### src/verilog/riscv_ex_pkg.sv
package riscv_ex_pkg;

  ////////////////////
  // Data width
  ////////////////////

  // Integer register width, RV32I
  parameter int XLEN = 32;

  // One machine word
  typedef logic [XLEN-1:0] word_t;

  ////////////////////
  // ALU operations
  ////////////////////

  // Select codes as the decoder emits them
  typedef enum logic [2:0] {
    ADD = 3'b000,
    SUB = 3'b001,
    AND = 3'b010,
    OR  = 3'b011,
    XOR = 3'b100,
    SLL = 3'b101,
    SRL = 3'b110,
    SRA = 3'b111
  } alu_op_e;

  // Compare instructions reuse alusel
  // Code 3'b011 means SLTU, any other code means SLT
  // Same low bits as the funct3 values of SLT and SLTU
  parameter alu_op_e SLTU_SEL = OR;

  ////////////////////
  // Branch conditions
  ////////////////////

  // Codes follow the branch funct3 field
  typedef enum logic [2:0] {
    BEQ  = 3'b000,
    BNE  = 3'b001,
    BLT  = 3'b100,
    BGE  = 3'b101,
    BLTU = 3'b110,
    BGEU = 3'b111
  } br_cond_e;

endpackage
### src/verilog/ex_stage_if.sv
`timescale 1ns/100ps

interface ex_stage_if #(
  parameter int PC_WIDTH = 12
);

  // Instruction held in the ID/EX register
  logic                     valid;
  riscv_ex_pkg::word_t      op_a;
  riscv_ex_pkg::word_t      op_b;
  riscv_ex_pkg::word_t      rs1_val;
  riscv_ex_pkg::word_t      imm;
  logic [PC_WIDTH-1:0]      pc;
  logic [PC_WIDTH-1:0]      link_adr;
  riscv_ex_pkg::alu_op_e    alusel;
  riscv_ex_pkg::br_cond_e   br_cond;

  // Decoder control flags
  logic                     lui;
  logic                     jal;
  logic                     jalr;
  logic                     compare;
  logic                     branch;
  logic                     unsigned_cmp;
  logic [4:0]               rd;

  // ID/EX register side
  modport latch (
    output valid, op_a, op_b, rs1_val, imm, pc, link_adr, alusel, br_cond,
           lui, jal, jalr, compare, branch, unsigned_cmp, rd
  );

  // ALU and branch unit
  modport exec (
    input op_a, op_b, rs1_val, imm, pc, link_adr, alusel, br_cond,
          lui, jal, jalr, compare, branch, unsigned_cmp
  );

  // EX/MEM register side
  modport wb (
    input valid, rd, jal
  );

endinterface

### src/verilog/riscv_execute.sv
`timescale 1ns/100ps

module riscv_execute #(
  parameter int PC_WIDTH = 12
) (
  input  logic                   clk,
  input  logic                   rst,
  // Decoded instruction
  input  logic                   in_valid,
  input  riscv_ex_pkg::word_t    rs1_val,
  input  riscv_ex_pkg::word_t    rs2_val,
  input  riscv_ex_pkg::word_t    imm,
  input  logic [PC_WIDTH-1:0]    pc,
  input  logic [PC_WIDTH-1:0]    link_adr,
  input  riscv_ex_pkg::alu_op_e  alusel,
  input  logic                   use_imm,
  input  logic                   lui,
  input  logic                   jal,
  input  logic                   jalr,
  input  logic                   compare,
  input  logic                   branch,
  input  riscv_ex_pkg::br_cond_e br_cond,
  input  logic [4:0]             rd,
  // EX/MEM outputs
  output logic                   out_valid,
  output riscv_ex_pkg::word_t    out_result,
  output logic [4:0]             out_rd,
  output logic                   redirect,
  output logic [PC_WIDTH-1:0]    redirect_target
);

  // Execute unit outputs into EX/MEM
  riscv_ex_pkg::word_t alu_res;
  logic                br_taken;
  logic [PC_WIDTH-1:0] br_target;

  ////////////////////
  // ID/EX stage
  ////////////////////

  ex_stage_if #(.PC_WIDTH(PC_WIDTH)) ex_bus ();

  id_ex_latch #(.PC_WIDTH(PC_WIDTH)) u_id_ex_latch (
    .clk      (clk),
    .rst      (rst),
    .in_valid (in_valid),
    .rs1_val  (rs1_val),
    .rs2_val  (rs2_val),
    .imm      (imm),
    .pc       (pc),
    .link_adr (link_adr),
    .alusel   (alusel),
    .use_imm  (use_imm),
    .lui      (lui),
    .jal      (jal),
    .jalr     (jalr),
    .compare  (compare),
    .branch   (branch),
    .br_cond  (br_cond),
    .rd       (rd),
    .ex       (ex_bus.latch)
  );

  ////////////////////
  // Execute units
  ////////////////////

  // Compare flag is already folded into the result
  alu u_alu (
    .ex       (ex_bus.exec),
    .res      (alu_res),
    .comp_res ()
  );

  branch_decision #(.PC_WIDTH(PC_WIDTH)) u_branch_decision (
    .ex     (ex_bus.exec),
    .taken  (br_taken),
    .target (br_target)
  );

  ////////////////////
  // EX/MEM stage
  ////////////////////

  ex_mem_latch #(.PC_WIDTH(PC_WIDTH)) u_ex_mem_latch (
    .clk             (clk),
    .rst             (rst),
    .ex              (ex_bus.wb),
    .res             (alu_res),
    .taken           (br_taken),
    .target          (br_target),
    .out_valid       (out_valid),
    .out_result      (out_result),
    .out_rd          (out_rd),
    .redirect        (redirect),
    .redirect_target (redirect_target)
  );

endmodule

### src/verilog/ex_mem_latch.sv
`timescale 1ns/100ps

module ex_mem_latch #(
  parameter int PC_WIDTH = 12
) (
  input  logic                clk,
  input  logic                rst,
  ex_stage_if.wb              ex,
  input  riscv_ex_pkg::word_t res,
  input  logic                taken,
  input  logic [PC_WIDTH-1:0] target,
  output logic                out_valid,
  output riscv_ex_pkg::word_t out_result,
  output logic [4:0]          out_rd,
  output logic                redirect,
  output logic [PC_WIDTH-1:0] redirect_target
);

  ////////////////////
  // Strobes
  ////////////////////

  // Bubbles never raise redirect
  always_ff @(posedge clk) begin
    if (rst) begin
      out_valid <= 1'b0;
      redirect  <= 1'b0;
    end else begin
      out_valid <= ex.valid;
      redirect  <= ex.valid && taken;
    end
  end

  ////////////////////
  // Payload
  ////////////////////

  // Held across bubbles
  always_ff @(posedge clk) begin
    if (ex.valid) begin
      out_result      <= res;
      out_rd          <= ex.rd;
      redirect_target <= target;
    end
  end

endmodule

### src/verilog/branch_decision.sv
`timescale 1ns/100ps

module branch_decision #(
  parameter int PC_WIDTH = 12
) (
  ex_stage_if.exec            ex,
  output logic                taken,
  output logic [PC_WIDTH-1:0] target
);

  // Condition flags on rs1 against the register operand
  logic eq;
  logic lt_signed;
  logic lt_unsigned;
  logic cond_true;

  // Full width target sums
  riscv_ex_pkg::word_t pc_sum;
  riscv_ex_pkg::word_t jalr_sum;

  ////////////////////
  // Conditions
  ////////////////////

  assign eq          = (ex.rs1_val == ex.op_b);
  assign lt_signed   = $signed(ex.rs1_val) < $signed(ex.op_b);
  assign lt_unsigned = ex.rs1_val < ex.op_b;

  // Each odd code is the inverse of the one before
  always_comb begin
    case (ex.br_cond)
      riscv_ex_pkg::BEQ:  cond_true = eq;
      riscv_ex_pkg::BNE:  cond_true = !eq;
      riscv_ex_pkg::BLT:  cond_true = lt_signed;
      riscv_ex_pkg::BGE:  cond_true = !lt_signed;
      riscv_ex_pkg::BLTU: cond_true = lt_unsigned;
      riscv_ex_pkg::BGEU: cond_true = !lt_unsigned;
      // Unused codes never branch
      default:            cond_true = 1'b0;
    endcase
  end

  // Jumps always redirect
  assign taken = ex.jal || ex.jalr || (ex.branch && cond_true);

  ////////////////////
  // Target
  ////////////////////

  // PC-relative for jal and branches
  assign pc_sum   = riscv_ex_pkg::word_t'(ex.pc) + ex.imm;

  // Register-relative for jalr
  assign jalr_sum = ex.rs1_val + ex.imm;

  // Truncated to the PC width, jalr drops bit 0
  assign target = ex.jalr ? {jalr_sum[PC_WIDTH-1:1], 1'b0} : pc_sum[PC_WIDTH-1:0];

endmodule

### src/verilog/alu.sv
`timescale 1ns/100ps

module alu (
  ex_stage_if.exec             ex,
  output riscv_ex_pkg::word_t  res,
  output logic                 comp_res
);

  // Raw operation result
  riscv_ex_pkg::word_t s;

  // Link address widened to a full word
  riscv_ex_pkg::word_t link_ext;

  // Less-than in both flavours
  logic lt_signed;
  logic lt_unsigned;

  ////////////////////
  // Operation
  ////////////////////

  always_comb begin
    case (ex.alusel)
      riscv_ex_pkg::ADD: s = ex.op_a + ex.op_b;
      riscv_ex_pkg::SUB: s = ex.op_a - ex.op_b;
      riscv_ex_pkg::AND: s = ex.op_a & ex.op_b;
      riscv_ex_pkg::OR:  s = ex.op_a | ex.op_b;
      riscv_ex_pkg::XOR: s = ex.op_a ^ ex.op_b;
      // Shift amount is the low 5 bits
      riscv_ex_pkg::SLL: s = ex.op_a << ex.op_b[4:0];
      riscv_ex_pkg::SRL: s = ex.op_a >> ex.op_b[4:0];
      // Arithmetic shift keeps the sign
      riscv_ex_pkg::SRA: s = $signed(ex.op_a) >>> ex.op_b[4:0];
      default:           s = ex.op_a + ex.op_b;
    endcase
  end

  ////////////////////
  // Compare
  ////////////////////

  assign lt_signed   = $signed(ex.op_a) < $signed(ex.op_b);
  assign lt_unsigned = ex.op_a < ex.op_b;

  // SLTU when flagged, SLT otherwise
  assign comp_res = ex.unsigned_cmp ? lt_unsigned : lt_signed;

  ////////////////////
  // Result overrides
  ////////////////////

  // Zero extension of the narrow link address
  assign link_ext = riscv_ex_pkg::word_t'(ex.link_adr);

  // Priority: LUI, then jump link, then compare, then ALU
  // A compare gives exactly 1 or 0
  assign res = ex.lui                ? ex.imm :
               (ex.jal || ex.jalr)   ? link_ext :
               ex.compare            ? riscv_ex_pkg::word_t'(comp_res) :
                                       s;

endmodule

### src/verilog/id_ex_latch.sv
`timescale 1ns/100ps

module id_ex_latch #(
  parameter int PC_WIDTH = 12
) (
  input  logic                   clk,
  input  logic                   rst,
  input  logic                   in_valid,
  input  riscv_ex_pkg::word_t    rs1_val,
  input  riscv_ex_pkg::word_t    rs2_val,
  input  riscv_ex_pkg::word_t    imm,
  input  logic [PC_WIDTH-1:0]    pc,
  input  logic [PC_WIDTH-1:0]    link_adr,
  input  riscv_ex_pkg::alu_op_e  alusel,
  input  logic                   use_imm,
  input  logic                   lui,
  input  logic                   jal,
  input  logic                   jalr,
  input  logic                   compare,
  input  logic                   branch,
  input  riscv_ex_pkg::br_cond_e br_cond,
  input  logic [4:0]             rd,
  ex_stage_if.latch              ex
);

  ////////////////////
  // Operand select
  ////////////////////

  // Second operand from immediate or rs2
  riscv_ex_pkg::word_t op_b_next;

  // Compare signedness from the alusel code
  logic                unsigned_next;

  assign op_b_next     = use_imm ? imm : rs2_val;
  assign unsigned_next = (alusel == riscv_ex_pkg::SLTU_SEL);

  ////////////////////
  // Control register
  ////////////////////

  // Valid and the flags that steer result and redirect
  always_ff @(posedge clk) begin
    if (rst) begin
      ex.valid   <= 1'b0;
      ex.lui     <= 1'b0;
      ex.jal     <= 1'b0;
      ex.jalr    <= 1'b0;
      ex.compare <= 1'b0;
      ex.branch  <= 1'b0;
    end else begin
      ex.valid   <= in_valid;
      ex.lui     <= lui;
      ex.jal     <= jal;
      ex.jalr    <= jalr;
      ex.compare <= compare;
      ex.branch  <= branch;
    end
  end

  ////////////////////
  // Payload register
  ////////////////////

  // Loaded every edge, bubbles carry don't-care data
  always_ff @(posedge clk) begin
    // Operands
    ex.op_a         <= rs1_val;
    ex.op_b         <= op_b_next;
    ex.rs1_val      <= rs1_val;
    ex.imm          <= imm;
    // Addresses
    ex.pc           <= pc;
    ex.link_adr     <= link_adr;
    // Operation select
    ex.alusel       <= alusel;
    ex.br_cond      <= br_cond;
    ex.unsigned_cmp <= unsigned_next;
    // Destination register
    ex.rd           <= rd;
  end

endmodule

### config.mk
export PLATFORM = sky130hd
export DESIGN_NAME = riscv_execute
export DESIGN_NICKNAME = d
export VERILOG_FILES = /design/src/verilog/riscv_ex_pkg.sv /design/src/verilog/ex_stage_if.sv /design/src/verilog/riscv_execute.sv /design/src/verilog/ex_mem_latch.sv /design/src/verilog/branch_decision.sv /design/src/verilog/alu.sv /design/src/verilog/id_ex_latch.sv
export SDC_FILE = /design/constraint.sdc
export NUM_CORES = 1
export LEC_CHECK = 0
export BUFFER_PORTS_ARGS = -buffer_cell sky130_fd_sc_hd__buf_2
export CAP_MARGIN = 20
export CORE_ASPECT_RATIO = 0.9
export CORE_MARGIN = 10
export CORE_UTILIZATION = 53
export CTS_BUF_LIST = sky130_fd_sc_hd__clkbuf_4
export CTS_CLUSTER_SIZE = 12
export DETAILED_ROUTE_END_ITERATION = 16
export GPL_TIMING_DRIVEN = 1
export PLACE_DENSITY = 0.77
export RECOVER_POWER = 50
export SLEW_MARGIN = 25
export SYNTH_ARGS = -nofsm -noshare
export SYNTH_HDL_FRONTEND = slang
export SYNTH_SLANG_ARGS = --single-unit
### constraint.sdc
create_clock -name clk -period 4.1 [get_ports clk]
set_input_delay 0.41 -clock clk [delete_from_list [all_inputs] [get_ports clk]]
set_output_delay 0.41 -clock clk [all_outputs]
set_load 0.005 [all_outputs]
==> flow_summary.ini <==
[run_status]
status = complete, but fails checks
violations = capacitance limit, slew limit

[worst_hold_path]
hp-class = in2reg

[yosys]
ys.warnings.count = 0
syn-num-nets = 2044
synth.distinct_cells = 79
ys.flop_type = dfxtp_1
yosysSeqAreaShare = 0.294
async_reset_ff_frac = 0
synth-seq-cells = 189
synth_edf_count = 49
avgSynthCellArea_sq_um = 8.16
syn_inst = 1782
syn-cell-area_sq_um = 14500

[placed_design]
port-buffer-count = 190
pre_cts_slack_ns = 0.305
place_congestion = 1.05
place_hpwl_microns = 48700

[worst_setup_path]
start_kind = flip-flop
r2r_slack_ns = 0.18
critical_path.top_delay_family = compound AO/OA/AOI/OAI gates
endpoint_kind = flip-flop
reg2regPathDepth = 12
regToRegStartpoint = u_id_ex_latch.ex.op_a[1]
required_ns = 4.55
path_buf_inv = 1
worstPathCellList = inv_1 > fa_1 > nor3_1 > a211o_1 > a31o_2 > o2111ai_1 > a21oi_1 > a221oi_4 > nor2_1 > a21o_1 > o21ai_0 > mux2_2
cp-endpoint = u_ex_mem_latch.out_result[0]
worstSetupPathType = reg2reg
reg2reg_to = u_ex_mem_latch.out_result[0]
critPathArrivalTime_ns = 4.37
worstSetupPathDepth = 12
startpoint = u_id_ex_latch.ex.op_a[1]
crit_fanout = 8
critical_path.max_stage_delay_ns = 0.58
cp_slowest_cell = dfxtp_1

[timing]
maxClockFrequency_mhz = 255
grt_setup_unrepaired = false
drv_slew = 33
post-route-period-util = 0.955
worst_pin_slew_ns = 2.38
setup_tns_ns = 0
worst_slack_ns = 0.185
relSlewSlack = -0.584
period_minus_slack_ns = 3.92
setup_viol = 0
skew_ns = 0.0427
timing.hold.ws_ns = 0.0532
finalHoldViolCount = 0

[global_route]
grt_pass1_vias = 15476
track_usage = 0.367
grt_pass1_wl_microns = 97500
grt_max_degree = 75
antenna_found_initial = 5
grt_remaining_overflow = 0

[clock_tree]
cts_setup_buffers = 0
cts.clk_slew.worst_paths_ns = 0.22
numCtsBuffers = 17
clock_sinks = 189
clock_path_buffers = 2
ctsHtreeMaxLevel = 4
cts_tree = done
insertion_delay_ns = 0.67
cts_root_buffer = clkbuf_4

[pwr]
p_int_w = 0.00331
p_per_area_nw_per_um2 = 317
p_leak_nw = 7.80
irDropWorstVdd_uv = 247
pwr-share-comb = 0.403
seqPwrFrac = 0.378
p_sw_w = 0.00240
p_clk_frac = 0.219
swShare = 0.421

[floorplanning]
core_area_sq_um = 27000
rows = 57
initial_utilization = 0.538
die_w_microns = 195
dieHeight_microns = 177
die_area_sq_um = 34500
ioPinCount = 191

[routing]
viasPerCell = 6.52
wl_met2_microns = 28400
vias = 16225
dr_wl_met3_microns = 9640
drt-total-wl_microns = 66000
wl_met1_microns = 25900
ant_nets = 0
drt_drc_violations_left = 0
wire_per_inst_microns = 26.5
detail_route.first_pass.iterations = 7
top_layer = met5
drt_iter0_drc = 2539

[cells_and_area]
nets = 2378
syn_to_final_growth_pct = 24.0
final_common_cell = a21oi_1
layout_common_cells = a21oi_1 (194), nor2_1 (180), buf_2 (158)
utilization = 0.667
drive_gt1_frac = 0.180

[flow_run]
drv_cap = 1
[how the worst min path moves through the flow]
stage                                      start                       end  depth (start not counted)
final                                        rst   u_id_ex_latch.ex.branch                          2
after global routing                         rst   u_id_ex_latch.ex.branch                          2
after CTS                             rs2_val[3]  u_id_ex_latch.ex.op_b[3]                          2
after detailed placement  u_id_ex_latch.ex.rd[1]  u_ex_mem_latch.out_rd[1]                          0
after global placement    u_id_ex_latch.ex.rd[3]  u_ex_mem_latch.out_rd[3]                          0
after floorplan           u_id_ex_latch.ex.rd[0]  u_ex_mem_latch.out_rd[0]                          0
[flip-flops by register name, summed over array words and instances, names as in the netlist, 3 cells and up]
name                            cells
u_ex_mem_latch.out_result          32
u_id_ex_latch.ex.op_a              32
u_id_ex_latch.ex.br_cond            3
u_ex_mem_latch.redirect_target     12
u_id_ex_latch.ex.alusel             3
u_id_ex_latch.ex.imm               32
u_ex_mem_latch.out_rd               5
u_id_ex_latch.ex.op_b              32
u_id_ex_latch.ex.link_adr          12
u_id_ex_latch.ex.rd                 5
u_id_ex_latch.ex.pc                12
[stage by stage]
stage	area [sq um]	instances	total power, W
floorplan	14500	1782	0.00351
global placement	16300	2310	0.00426
detailed placement	16300	2310	0.00427
CTS	18000	2482	0.00560
global route	18000	2485	0.00593
finish	18000	2487	0.00572
[logic make-up after synthesis]
kind of cell / share of synthesized area
adder cells (fa/ha/maj): 0.107
XOR/XNOR: 0.0428
AND/OR/NAND/NOR: 0.140
AO/OA/AOI/OAI: 0.260
multiplexers: 0.0952
flip-flops: 0.294
buffers and inverters: 0.0614
[cell usage after synthesis (all sizes together), types with 6 or more instances]
cell type  count  area [sq um]
a211o         12           105
a211oi        27           203
a21o          27           203
a21oi        195           980
a221oi        10           100
a22oi         15           113
a311oi         6          52.6
a31oi          9          56.3
a32o           7          70.1
buf           41           185
clkbuf        82           310
dfxtp        140          2800
edfxtp        49          1470
ha           118          1480
inv          101           379
mux2          45           510
mux2i         58           581
mux4          13           293
nand2        145           544
nand2b        10          62.6
nand3         27           135
nor2         180           676
nor2b         13          81.3
nor3          31           155
nor4          12          75.1
o211ai        27           203
o21a          11          82.6
o21ai        143           716
o21bai        13          97.6
o221ai        18           170
o22ai         16           100
o31ai         12           109
or2            8          50.1
or3            9          56.3
or4            7          56.3
xnor2         56           490
xor2          15           131
[power by group through the flow]
stage                     sequential, W  combinational, W  clock [W]
after detailed placement        0.00220           0.00208          0
final                           0.00216           0.00230    0.00125
after floorplan                 0.00217           0.00134          0
after global routing            0.00217           0.00244    0.00132
after global placement          0.00219           0.00207          0
after CTS                       0.00216           0.00219    0.00125
[timing repair]
action                                  in CTS  in global routing
hold buffers                               140                  1
endpoints found under the hold margin      137                  1
endpoints found under the setup margin       0                  1
gates resized for setup                      0                  1
[layout make-up]
class | instances | area [sq um]
Antenna cell | 4 | 10.0
Clock buffer | 17 | 128
Clock inverter | 15 | 230
Fill cell | 2247 | 8990
Inverter | 106 | 398
Multi-Input combinational cell | 1364 | 9400
Sequential cell | 189 | 4280
Tap cell | 354 | 443
Timing Repair Buffer | 438 | 3150
[per-layer routing]
metal / vias to the layer above / global-route usage
li1: 7108 / -
met1: 7678 / 0.492
met2: 1264 / 0.552
met3: 171 / 0.113
met4: 4 / 0.118
met5: - / 0
Note: power is estimated with default switching activity, not from simulation.
